$ cat src/hw/axi_pkg.sv
// axi channel definitions
`default_nettype none

package axi_pkg;

    localparam int AXI_ADDR_W = 32;
    localparam int AXI_DATA_W = 64;
    localparam int AXI_STRB_W = AXI_DATA_W / 8;   // one strobe per byte

    typedef logic [AXI_ADDR_W-1:0] axi_addr_t;    // byte address
    typedef logic [AXI_DATA_W-1:0] axi_data_t;    // one beat
    typedef logic [AXI_STRB_W-1:0] axi_strb_t;    // byte lanes
    typedef logic [7:0]            axi_len_t;     // beats minus one
    typedef logic [2:0]            axi_size_t;    // log2 of beat bytes
    typedef logic [1:0]            axi_burst_t;
    typedef logic [0:0]            axi_id_t;      // carries the client number

    localparam axi_size_t  AXI_SIZE_8B    = 3'b011;
    localparam axi_burst_t AXI_BURST_INCR = 2'b01;

    typedef enum logic [1:0] {
        OKAY   = 2'b00,
        SLVERR = 2'b10
    } axi_resp_e;

    // read address, id rides along so the slave can echo it on r
    typedef struct packed {
        axi_addr_t  addr;
        axi_len_t   len;
        axi_size_t  size;
        axi_burst_t burst;
        axi_id_t    id;
    } axi_ar_t;

    typedef struct packed {
        axi_addr_t addr;
    } axi_aw_t;

    typedef struct packed {
        axi_data_t data;
        axi_strb_t strb;
        logic      last;   // always set, single beat writes
    } axi_w_t;

    typedef struct packed {
        axi_data_t data;
        axi_resp_e resp;
        logic      last;
        axi_id_t   id;
    } axi_r_t;

endpackage

`default_nettype wire
$ cat src/hw/mem_pkg.sv
// memory client types
`default_nettype none

package mem_pkg;

    import axi_pkg::*;

    localparam int LINE_BEATS = 2;                        // beats per fetch line
    localparam int MEM_WORDS  = 256;                      // 64-bit words
    localparam int MEM_BYTES  = MEM_WORDS * AXI_STRB_W;   // first illegal byte address
    localparam int WORD_IDX_W = $clog2(MEM_WORDS);
    localparam int BEAT_IDX_W = $clog2(LINE_BEATS);

    typedef logic [LINE_BEATS*AXI_DATA_W-1:0] line_t;     // beat 0 in the low half
    typedef logic [WORD_IDX_W-1:0]            word_idx_t;
    typedef logic [BEAT_IDX_W-1:0]            beat_idx_t;

    // also used as the axi id
    typedef enum logic {
        CLIENT_FETCH = 1'b0,
        CLIENT_DATA  = 1'b1
    } client_e;

    typedef struct packed {
        logic      we;       // store when set
        axi_addr_t addr;
        axi_data_t wdata;
        axi_strb_t wmask;
        client_e   client;
    } mem_req_t;

    typedef struct packed {
        line_t   line;       // loads use the low beat only
        logic    err;
        client_e client;
    } mem_rsp_t;

endpackage

`default_nettype wire

$ cat src/hw/axi_master_bridge.sv
// request to axi master bridge
`default_nettype none

module axi_master_bridge
    import axi_pkg::*;
    import mem_pkg::*;
(
    input  wire       clk,
    input  wire       arst_n_i,
    input  wire       gnt_valid_i,
    input  mem_req_t  gnt_req_i,
    input  wire       ar_ready_i,
    input  wire       r_valid_i,
    input  axi_r_t    r_i,
    input  wire       aw_ready_i,
    input  wire       w_ready_i,
    input  wire       b_valid_i,
    input  axi_resp_e b_resp_i,
    output logic      busy_o,
    output logic      rsp_valid_o,
    output mem_rsp_t  rsp_o,
    output logic      ar_valid_o,
    output axi_ar_t   ar_o,
    output logic      r_ready_o,
    output logic      aw_valid_o,
    output axi_aw_t   aw_o,
    output logic      w_valid_o,
    output axi_w_t    w_o,
    output logic      b_ready_o
);

    typedef enum logic [2:0] {
        IDLE,
        READ_ADDR,
        READ_DATA,
        WRITE_REQ,
        WRITE_RESP,
        RESPOND
    } state_e;

    state_e    state_q;
    mem_req_t  req_q;       // held for the whole transaction
    line_t     line_q;      // gathered read beats
    logic      err_q;
    beat_idx_t beat_q;
    logic      aw_done_q;   // address taken this write
    logic      w_done_q;    // data taken this write
    logic      aw_fire;
    logic      w_fire;
    logic      r_bad;

    assign aw_fire = aw_valid_o && aw_ready_i;
    assign w_fire  = w_valid_o && w_ready_i;
    assign r_bad   = (r_i.resp != OKAY) || (r_i.id != axi_id_t'(req_q.client));

    // channel payloads come straight from the held request
    always_comb begin
        ar_o.addr  = req_q.addr;
        ar_o.len   = (req_q.client == CLIENT_FETCH) ? axi_len_t'(LINE_BEATS - 1) : '0;
        ar_o.size  = AXI_SIZE_8B;
        ar_o.burst = AXI_BURST_INCR;
        ar_o.id    = axi_id_t'(req_q.client);
        aw_o.addr  = req_q.addr;
        w_o.data   = req_q.wdata;
        w_o.strb   = req_q.wmask;
        w_o.last   = 1'b1;
    end

    assign busy_o      = (state_q != IDLE);
    assign ar_valid_o  = (state_q == READ_ADDR);
    assign r_ready_o   = (state_q == READ_DATA);
    assign aw_valid_o  = (state_q == WRITE_REQ) && !aw_done_q;
    assign w_valid_o   = (state_q == WRITE_REQ) && !w_done_q;
    assign b_ready_o   = (state_q == WRITE_RESP);
    assign rsp_valid_o = (state_q == RESPOND);

    // errored reads hand back zeros
    assign rsp_o.line   = err_q ? '0 : line_q;
    assign rsp_o.err    = err_q;
    assign rsp_o.client = req_q.client;

    always_ff @(posedge clk) begin
        if (state_q == IDLE && gnt_valid_i) begin
            req_q <= gnt_req_i;
        end
    end

    always_ff @(posedge clk or negedge arst_n_i) begin
        if (!arst_n_i) begin
            state_q   <= IDLE;
            line_q    <= '0;
            err_q     <= 1'b0;
            beat_q    <= '0;
            aw_done_q <= 1'b0;
            w_done_q  <= 1'b0;
        end else begin
            case (state_q)
                IDLE: begin
                    if (gnt_valid_i) begin
                        line_q    <= '0;   // stores answer with zero data
                        err_q     <= 1'b0;
                        beat_q    <= '0;
                        aw_done_q <= 1'b0;
                        w_done_q  <= 1'b0;
                        state_q   <= gnt_req_i.we ? WRITE_REQ : READ_ADDR;
                    end
                end
                READ_ADDR: begin
                    if (ar_ready_i) begin
                        state_q <= READ_DATA;
                    end
                end
                READ_DATA: begin
                    if (r_valid_i) begin
                        line_q[beat_q*AXI_DATA_W +: AXI_DATA_W] <= r_i.data;
                        err_q  <= err_q | r_bad;
                        beat_q <= beat_q + 1'b1;
                        if (r_i.last) begin
                            state_q <= RESPOND;
                        end
                    end
                end
                WRITE_REQ: begin
                    if (aw_fire) begin
                        aw_done_q <= 1'b1;
                    end
                    if (w_fire) begin
                        w_done_q <= 1'b1;
                    end
                    // both channels may finish in different cycles
                    if ((aw_done_q || aw_fire) && (w_done_q || w_fire)) begin
                        state_q <= WRITE_RESP;
                    end
                end
                WRITE_RESP: begin
                    if (b_valid_i) begin
                        err_q   <= err_q | (b_resp_i != OKAY);
                        state_q <= RESPOND;
                    end
                end
                RESPOND: state_q <= IDLE;   // single-cycle response strobe
                default: state_q <= IDLE;
            endcase
        end
    end

endmodule

`default_nettype wire

$ cat config.mk
export PLATFORM = sky130hd
export DESIGN_NAME = axi_master_bridge
export DESIGN_NICKNAME = d
export VERILOG_FILES = /design/src/hw/axi_pkg.sv /design/src/hw/mem_pkg.sv /design/src/hw/axi_master_bridge.sv
export SDC_FILE = /design/constraint.sdc
export NUM_CORES = 1
export LEC_CHECK = 0
export CORE_AREA = 8 8 234 180
export DETAILED_ROUTE_END_ITERATION = 6
export DIE_AREA = 0 0 242 188
export DONT_BUFFER_PORTS = 1
export PLACE_DENSITY = 0.45
export REMOVE_ABC_BUFFERS = 1
export SLEW_MARGIN = 20
export SYNTH_ARGS = -nofsm -noshare
export SYNTH_HDL_FRONTEND = slang
export SYNTH_SLANG_ARGS = --single-unit
$ cat constraint.sdc
create_clock -name clk -period 23.9 [get_ports clk]
set_clock_uncertainty 0.1 [all_clocks]
set_input_delay 1.195 -clock clk [delete_from_list [all_inputs] [get_ports clk]]
set_output_delay 1.195 -clock clk [all_outputs]
set_load 0.01 [all_outputs]
==> summary.md, run 1 <==
| Metric | Value |
|---|---|
| Status | complete, no violations |
| Iter 0 DRT Violations | 308 |
| H-tree depth | 1 |
| Clock Tree Root | clkbuf_16 |
| Num rows | 63 |
| CP Capture Type | output pin |
| Syn_area_per_cell | 14.6 um2 |
| Area delta synth->final | 10.6% |
| Die H | 188 um |
| Period utilization | 15.5% |
| Final instance area | 0.0104 mm2 |
| Crit path DAT | 2.41 ns |
| WL/cell | 25.7 um |
| Post-synthesis sequential area ratio | 69.4% |
| I/O pin cnt | 472 |
| Final Max Slew Viols | 0 |
| Max-slew headroom | 28.7% |
| Worst skew pair latency | 0.53 ns |
| Die width | 242 um |
| Placer congestion estimate | 0.813 |
| CP max FO | 94 |
| Syn. warnings | 0 |
| Starting Density | 24.4% |
| First-pass GRT wire length | 42400 um |
| Compound-cell area share of the yosys netlist | 13.6% |
| Reg2Reg Setup Slack | 21.13 ns |
| Port bufs | 0 |
| Detailed-route DRC error count | 0 |
| Adder-Cell Fraction of Synth Area | 0% |
| Final Setup Violations | 0 |
| CTS Hold Bufs | 0 |
| Finished Layout Cells | 1146 |
| CORE AREA | 0.0386 mm2 |
| Layout cells sized above 1 | 9.50% |
| Via density | 4.45 |
| Clock tree buffer depth | 3 |
| Yosys cell types | 38 |
| Total GRT Usage | 12.3% |
| Hold Vio Cnt, Final | 0 |
| Clock Sinks | 240 |
| Placed insts | 1093 |
| Power, Total | 0.00137 W |
| Synth Instances | 647 |
| Post-cts gate resize count | 0 |
| Setup TNS | 0 ns |
| Post-Route WL | 29500 um |
| Vias in the first global route | 5410 |
| TritonCTS Buffers | 26 |
| Post-synthesis simple-gate area fraction | 10.2% |
| HP Class | in -> async |
| Worst-case vdd ir drop | 0.0677 mV |
| Seq cells post-synth | 240 |
| Full die area | 0.0455 mm2 |
| TritonRoute pass-1 iters | 4 |
| Synth Area in XOR/XNOR | 0.0930% |
| Type of origin of the critical path | flip-flop |
| Multiplexer share of the synthesized area | 0.106% |
| Pin count of the biggest net entering global routing | 136 |
| P_leak | 4.06 nW |
| Initial antenna violation count | 4 |
| DR vias | 5096 |
| Max Freq | 270 MHz |
| HPWL reported at the end of detailed placement | 20900 um |
| Clk slew on worst S/H paths | 0.06 ns |
| Worst slew pin tran | 1.07 ns |
| TritonCTS clock tree | done |
| Layout Nets | 785 |
| Overflow after GRT | 0 |
| Unrepaired setup endpoints after global routing | no |
| Largest family of logic cells by synthesized area | compound AO/OA/AOI/OAI gates |
| Tmin final | 3.70 ns |
| Cell Pwr Density | 132 mW/mm2 |
| Worst Path Required | 22.61 ns |
| Dpl ws | 20.65 ns |
| Antenna-violating nets left | 0 |
| Critical path class | reg -> out |
| Final worst setup slack | 20.20 ns |
| # Max-Cap Violations | 0 |
| Area after DPL | 0.00958 mm2 |
| Post CTS Setup Buffer Count | 0 |
| Mapped cell area | 0.00941 mm2 |
-- path summary, 6_finish.rpt --
path | from | endpoint | depth (start not counted)
setup / recovery | err_q$_DFFE_PN0P_ | rsp_o[92] | 2
hold / removal | arst_n_i | line_q[64]$_DFFE_PN0P_ | 0
setup reg to reg | state_q[1]$_DFFE_PN0P_ | w_o[40]$_DFFE_PP_ | 3
hold reg to reg | line_q[104]$_DFFE_PN0P_ | line_q[104]$_DFFE_PN0P_ | 1
max in group asynchronous | arst_n_i | err_q$_DFFE_PN0P_ | 0
min in group clk | line_q[104]$_DFFE_PN0P_ | line_q[104]$_DFFE_PN0P_ | 1
-- cell families after synthesis --
group | Yosys count
AO/OA/AOI/OAI | 151
AND/OR/NAND/NOR | 157
buffers and inverters | 95
XOR/XNOR | 1
flip-flops | 240
multiplexers | 1
other | 2
-- through the flow --
stage          hold WS, ns  util, %
6_report             0.264     27.0
5_1_grt              0.222     26.9
4_1_cts              0.219     26.9
3_5_place_dp         0.382     24.8
3_3_place_gp         0.381     24.8
2_1_floorplan        0.365        -
-- cells in the mapped netlist --
library cell	number	share of area [%]
nand2b_1	1	0.066
mux2i_1	1	0.11
clkbuf_1	17	0.68
or3_1	1	0.066
inv_1	1	0.040
a22o_1	128	12
nor4b_1	1	0.093
nor2_2	1	0.066
nor2b_1	130	8.6
buf_6	7	0.84
and3_1	1	0.066
nor3_2	1	0.11
nor2b_2	1	0.093
buf_4	49	3.9
o21ai_2	2	0.19
nand2_1	4	0.16
o211ai_1	1	0.080
buf_2	19	1.0
a2111oi_0	1	0.093
conb_1	2	0.080
o21ba_1	1	0.11
nor2_1	8	0.32
a221oi_2	1	0.16
nor3_1	1	0.053
dfrtp_1	135	36
o21ai_0	4	0.21
or3b_1	1	0.093
inv_2	2	0.080
xor2_1	1	0.093
edfxtp_1	105	33
a21oi_1	7	0.37
o22ai_1	2	0.13
a31oi_1	2	0.13
nor4_1	2	0.13
nor3b_1	1	0.080
a211oi_1	1	0.080
and2_1	3	0.20
o221ai_1	1	0.093
-- registers in the layout (all words and copies together), names as in the netlist --
register / flops
state_q: 3
aw_done_q: 1
ar_o: 1
w_done_q: 1
aw_o: 32
w_o: 72
err_q: 1
line_q: 128
beat_q: 1
-- critical path, cell delays in order (launching register included) --
cell	delay, ns
dfrtp_4	0.74
buf_4	0.82
nor2b_1	0.24
-- layer usage --
metal	global-route usage (%)	wire [um]	vias to the layer above	share of wire, %
li1	-	-	2200	-
met1	15.9	12800	2651	43
met2	18.7	13600	212	46
met3	5.35	2610	33	8.8
met4	2.64	485	0	1.6
met5	1.20	0	-	0
-- cells in the final DEF (no fill, tap or decap), drive strengths merged, types with 2 or more instances in the layout --
master and n:
clkbuf 33, nand2 4, dfrtp 135, a22o 128, nor2b 131, nor4 2
diode 5, and2 3, clkinvlp 2, inv 3, a31oi 2, edfxtp 105
nor2 9, a21oi 7, buf 7, nor3 2, conb 13, o22ai 2
clkinv 12, o21ai 6
-- where the power goes --
| part | total (W) | switching [W] | internal, W | leakage [nW] |
|---|---|---|---|---|
| Combinational | 0.000315 | 0.000197 | 0.000118 | 0.894 |
| Sequential | 0.000672 | 0.000110 | 0.000562 | 2.76 |
| Clock | 0.000386 | 0.000165 | 0.000221 | 0.401 |
-- cell type report --
cell class                      instances  area (um2)
Clock buffer                           33         708
Inverter                                3        11.3
Tap cell                              520         651
Timing Repair Buffer                    7        52.6
Fill cell                            3981       28200
Antenna cell                            5        12.5
Sequential cell                       240        6540
Clock inverter                         15         109
Multi-Input combinational cell        323        2330
No activity file was read; power rests on OpenSTA's default activity.
==> run 2: changes to the inputs <==
- ABC_AREA: default -> 1
- CORE_AREA: 8 8 234 180 -> 8 8 240 185
- DIE_AREA: 0 0 242 188 -> 0 0 248 193
- clock period: 23.9 -> 3.75 ns (I/O delays scaled with it)
==> summary.md, run 2 <==
| Metric | Value |
|---|---|
| Clk slew on worst S/H paths | 0.06 ns |
| Max Freq | 326 MHz |
| CP max FO | 7 |
| Part of the power in combinational logic | 23.2% |
| Initial antenna violation count | 1 |
| Syn_area_per_cell | 9.52 um2 |
| Port bufs | 0 |
| Sw power | 0.00329 W |
| Num rows | 65 |
| Placer congestion estimate | 0.795 |
| Tmin final | 3.07 ns |
| TritonRoute pass-1 iters | 4 |
| Unrepaired setup endpoints after global routing | no |
| Critical path class | reg -> reg |
| Top post-synthesis cells by area | dfrtp_1 34%, edfxtp_1 32%, nand2_1 15% |
| Finished Layout Cells | 1756 |
| Area leader, netlist | dfrtp_1 |
| Post-cts gate resize count | 0 |
| Post-Route WL | 32500 um |
| Final Setup Violations | 0 |
| Worst reg-to-reg path cell count | 9 |
| WL/cell | 18.5 um |
| Pin count of the biggest net entering global routing | 136 |
| Setup TNS | 0 ns |
| Clock Tree Root | clkbuf_16 |
| Reg power frac | 44.8% |
| Worst Hold Path Cells | 3 |
| CTS Hold Bufs | 184 |
| Int Pwr | 0.00603 W |
| Starting Density | 24.4% |
| First-pass GRT wire length | 47600 um |
| Type of origin of the critical path | flip-flop |
| P_leak | 5.84 nW |
| CORE AREA | 0.0409 mm2 |
| Layout cells sized above 1 | 5.82% |
| Ys async rst share | 56.3% |
| Synth top area share | 33.8% |
| Total GRT Usage | 13.0% |
| Placed insts | 1519 |
| Clock power frac | 32.0% |
| # Max-Cap Violations | 0 |
| I/O pin cnt | 472 |
| HPWL reported at the end of detailed placement | 22600 um |
| Vias in the first global route | 7416 |
| Yosys cell types | 23 |
| Syn. warnings | 0 |
| Antenna-violating nets left | 0 |
| Post CTS Setup Buffer Count | 0 |
| Count leader, synth | nand2_1 |
| Hold Startpoint | r_valid_i |
| Crit path DAT | 3.40 ns |
| Worst Hold Path EP | beat_q$_DFFE_PN0P_ |
| Clock tree buffer depth | 3 |
| Cell Pwr Density | 714 mW/mm2 |
| Seq cells post-synth | 240 |
| Commonest non-fill, non-tap cell in the layout | nand2_1 |
| Most frequent cells in the layout | 406 x nand2_1, 183 x dlygate4sd3_1, 144 x nor2_1, 142 x inv_1, 134 x dfrtp_1 |
| Iter 0 DRT Violations | 326 |
| Clock Sinks | 240 |
| Dpl ws | 1.28 ns |
| R2R Path End | state_q[1]$_DFFE_PN0P_ |
| Number of enable flip-flop cells after synthesis | 105 |
| Via density | 4.03 |
| Area delta synth->final | 30.6% |
| Worst slew pin tran | 0.951 ns |
| Final worst setup slack | 0.685 ns |
| CP Capture Type | flip-flop |
| Die width | 248 um |
| Antenna diodes | 0 |
| Reg2Reg Setup Slack | 0.68 ns |
| Layout Nets | 1382 |
| RR Startpoint | state_q[0]$_DFFE_PN0P_ |
| Max reg flops | 128 |
| TritonCTS Buffers | 28 |
| H-tree depth | 1 |
| Synth Instances | 1049 |
| Biggest register | line_q |
| Top cells by count, synth | 406 x nand2_1, 144 x nor2_1, 143 x inv_1 |
| Status | complete, no violations |
| Detailed-route DRC error count | 0 |
| TritonCTS clock tree | done |
| Mapped cell area | 0.00999 mm2 |
| Sw frac | 35.3% |
| Worst skew pair latency | 0.55 ns |
| Period utilization | 81.7% |
| Post-synthesis sequential area ratio | 65.4% |
| Overflow after GRT | 0 |
| Final Max Slew Viols | 0 |
| Post-synth top flop | dfrtp_1 |
| DR vias | 7079 |
| Hold slack | 0.0589 ns |
| Max-slew headroom | 36.4% |
| Worst Path Required | 4.08 ns |
| Worst-case vdd ir drop | 0.282 mV |
| Full die area | 0.0479 mm2 |
| Die H | 193 um |
| HP Class | in -> reg |
| Hold Vio Cnt, Final | 0 |
==> run 2: cell count changes after synthesis, moves of 6 or more <==
cell,before,now
nand2_1,4,406
inv_1,1,143
nor2_1,8,144
nor2b_1,130,0
a22o_1,128,0
buf_2,19,7
buf_6,7,18
nand3_1,0,6
==> run 2: kinds of logic (layout without fill, tap and decap cells) <==
group           count (synthesis)  in the layout  synth area share [%]
flops                         240            240                  65.4
compound gates                  9              9                 0.814
other cells                     2             13                0.0752
simple gates                  564            564                  21.7
buf+inv                       234            394                  12.0
==> run 2: power by group through the flow <==
stage          sequential (W)  combinational [W]  clock [W]
2_1_floorplan         0.00414            0.00126          0
3_3_place_gp          0.00431            0.00181          0
3_5_place_dp          0.00433            0.00184          0
4_1_cts               0.00429            0.00210    0.00309
5_1_grt               0.00426            0.00248    0.00319
6_report              0.00417            0.00217    0.00298
==> run 2: layer usage <==
layer  GRT usage (%)  vias up  wire (um)
met4            4.16        2        976
met5               0        -         13
li1                -     3370          -
met2            21.0      209      15700
met1            16.8     3442      14000
met3            3.46       56       1890
==> run 2: area by class of cell <==
| cell class | instances | area [um2] |
|---|---|---|
| Tap cell | 536 | 671 |
| Multi-Input combinational cell | 586 | 2310 |
| Inverter | 147 | 554 |
| Clock buffer | 32 | 737 |
| Clock inverter | 20 | 267 |
| Fill cell | 4246 | 27900 |
| Timing Repair Buffer | 195 | 1970 |
| Sequential cell | 240 | 6540 |
==> run 2: critical path, stage by stage, from the launching register on <==
cell and delay [ns]:
dfrtp_1 0.45, inv_2 0.15, nand3_4 0.17, o21ai_0 0.21
dlygate4sd3_1 0.58, nor2_1 0.07, nand3_1 0.07, dlygate4sd3_1 0.56
nand2_1 0.05, dlygate4sd3_1 0.55
==> run 2: through the flow <==
step / utilization (%) / area, um2 / power [W]
floorplan: - / 9380 / 0.00540
detailed placement: 24.8 / 10200 / 0.00617
CTS: 31.8 / 13000 / 0.00947
global route: 31.9 / 13000 / 0.00993
finish: 31.9 / 13000 / 0.00932
global placement: 24.8 / 10200 / 0.00612
==> run 2: worst max path at each step <==
stage	cells after the start	slack [ns]	end	startpoint
after floorplan	5	0.28	ar_o[0]$_DFFE_PP_	state_q[1]$_DFFE_PN0P_
after detailed placement	6	1.28	aw_o[14]$_DFFE_PP_	state_q[1]$_DFFE_PN0P_
after CTS	9	0.75	state_q[1]$_DFFE_PN0P_	state_q[0]$_DFFE_PN0P_
after global routing	9	0.54	state_q[1]$_DFFE_PN0P_	state_q[0]$_DFFE_PN0P_
final	9	0.68	state_q[1]$_DFFE_PN0P_	state_q[0]$_DFFE_PN0P_
after global placement	6	1.30	aw_o[14]$_DFFE_PP_	state_q[1]$_DFFE_PN0P_
==> run 3: changes to the inputs <==
- PLACE_DENSITY: 0.45 -> 0.46
- clock period: 3.75 -> 2.6 ns (I/O delays scaled with it)
==> summary.md, run 3 (synthesis gave the netlist of run 2 again) <==
| Metric | Value |
|---|---|
| Hold Vio Cnt, Final | 135 |
| Layout cells sized above 1 | 5.84% |
| Area delta synth->final | 29.5% |
| Reg2Reg Setup Slack | 0.08 ns |
| Max-slew headroom | 58.0% |
| H-tree depth | 1 |
| P_leak | 5.77 nW |
| TritonCTS Buffers | 27 |
| Final Setup Violations | 0 |
| Die width | 248 um |
| Placed insts | 1519 |
| Clk slew on worst S/H paths | 0.06 ns |
| Clock Sinks | 240 |
| TritonRoute pass-1 iters | 4 |
| Status | finished, violations left |
| Layout Nets | 1379 |
| Period utilization | 96.9% |
| Type of origin of the critical path | flip-flop |
| Commonest non-fill, non-tap cell in the layout | nand2_1 |
| Port bufs | 0 |
| Worst Path Required | 2.96 ns |
| DR vias | 7027 |
| Max Freq | 397 MHz |
| CP max FO | 7 |
| CORE AREA | 0.0409 mm2 |
| TritonCTS clock tree | done |
| Most frequent cells in the layout | 406 x nand2_1, 183 x dlygate4sd3_1, 144 x nor2_1, 141 x inv_1, 131 x dfrtp_1 |
| I/O pin cnt | 472 |
| Antenna-violating nets left | 0 |
| Full die area | 0.0479 mm2 |
| Failing checks | negative hold slack |
| Overflow after GRT | 0 |
| Final Util | 31.6% |
| Max reg flops | 128 |
| Iter 0 DRT Violations | 340 |
| CTS Hold Bufs | 183 |
| Post CTS Setup Buffer Count | 0 |
| HP Class | in -> async |
| Die H | 193 um |
| Tmin final | 2.52 ns |
| Vias in the first global route | 7480 |
| HPWL reported at the end of detailed placement | 22200 um |
| Starting Density | 24.4% |
| Placer congestion estimate | 0.842 |
| Worst-case vdd ir drop | 0.746 mV |
| Area of the multi-input gates | 0.00231 mm2 |
| Biggest register | line_q |
| Pin count of the biggest net entering global routing | 136 |
| Total GRT Usage | 12.7% |
| Final Max Slew Viols | 0 |
| Cell Pwr Density | 999 mW/mm2 |
| Worst skew pair latency | 0.53 ns |
| Crit path DAT | 2.88 ns |
| Via density | 4.01 |
| Worst slew pin tran | 0.625 ns |
| Clock Tree Root | clkbuf_16 |
| WL/cell | 18.3 um |
| Num rows | 65 |
| Clock tree buffer depth | 3 |
| # Max-Cap Violations | 0 |
| Hold slack | -0.811 ns |
| CP Capture Type | flip-flop |
| Post-Route WL | 32200 um |
| Fillers | 4277 |
| Detailed-route DRC error count | 0 |
| Critical path class | reg -> reg |
| Unrepaired setup endpoints after global routing | yes |
| First-pass GRT wire length | 46900 um |
| Register Area | 0.00654 mm2 |
| Finished Layout Cells | 1754 |
| Initial antenna violation count | 2 |
==> run 3: cell count changes in the layout (fill, tap and decap cells not counted), moves of 2 or more <==
cell       previous run  this run
bufinv_16             6         3
dfrtp_2               0         3
buf_12                1         6
clkinv_2              4         7
clkbuf_16            29        27
buf_16                2         0
dfrtp_1             134       131
buf_4                 9         4
diode_2               0         2
==> run 3: final timing paths <==
| check | cells after the start | start | end |
|---|---|---|---|
| hold reg to reg | 2 | line_q[108]$_DFFE_PN0P_ | line_q[108]$_DFFE_PN0P_ |
| max in group asynchronous | 0 | arst_n_i | line_q[26]$_DFFE_PN0P_ |
| min in group clk | 1 | gnt_req_i[85] | aw_o[12]$_DFFE_PP_ |
| setup reg to reg | 9 | state_q[0]$_DFFE_PN0P_ | state_q[1]$_DFFE_PN0P_ |
| setup / recovery | 9 | state_q[0]$_DFFE_PN0P_ | state_q[1]$_DFFE_PN0P_ |
| hold / removal | 0 | arst_n_i | line_q[127]$_DFFE_PN0P_ |
==> run 3: worst max-delay path, cell delays in order, from the launching register on <==
cell	delay [ns]
dfrtp_2	0.45
inv_2	0.14
nand3_4	0.18
o21ai_1	0.18
nor2_1	0.08
dlygate4sd3_1	0.58
nand2_1	0.09
nand2_1	0.05
nand2_1	0.05
dlygate4sd3_1	0.55
==> run 3: metal layers <==
metal | up-vias | global-route usage [%] | wire length [um]
li1 | 3363 | - | -
met1 | 3416 | 16.4 | 13800
met2 | 210 | 21.1 | 15500
met3 | 38 | 3.52 | 2230
met4 | 0 | 3.14 | 663
met5 | - | 0 | 0
==> run 3: final cells by class <==
class | instances | share of cell area, %
Sequential cell | 240 | 50.6
Multi-Input combinational cell | 586 | 17.8
Timing Repair Buffer | 193 | 15.3
Clock buffer | 30 | 5.31
Tap cell | 536 | 5.19
Inverter | 147 | 4.29
Clock inverter | 20 | 1.46
Antenna cell | 2 | 0.0387
==> run 3: stage by stage <==
stage               TNS, ns  setup WS, ns  total power (W)  area, um2
floorplan           -133.16        -0.870          0.00779       9380
global placement          0         0.761          0.00890      10200
detailed placement        0         0.690          0.00896      10200
CTS                       0        0.0414           0.0132      12900
global route        -0.0504       -0.0504           0.0138      12900
finish                    0        0.0810           0.0129      12900
==> run 3: repair_timing <==
item                       in CTS  in global routing
hold endpoints to repair      375                135
gates resized for setup         0                  5
setup endpoints to repair       0                  2
==> run 3: where the power goes <==
| group | switching, W | internal [W] |
|---|---|---|
| clock network | 0.00157 | 0.00221 |
| logic | 0.00216 | 0.000963 |
| registers | 0.000897 | 0.00512 |
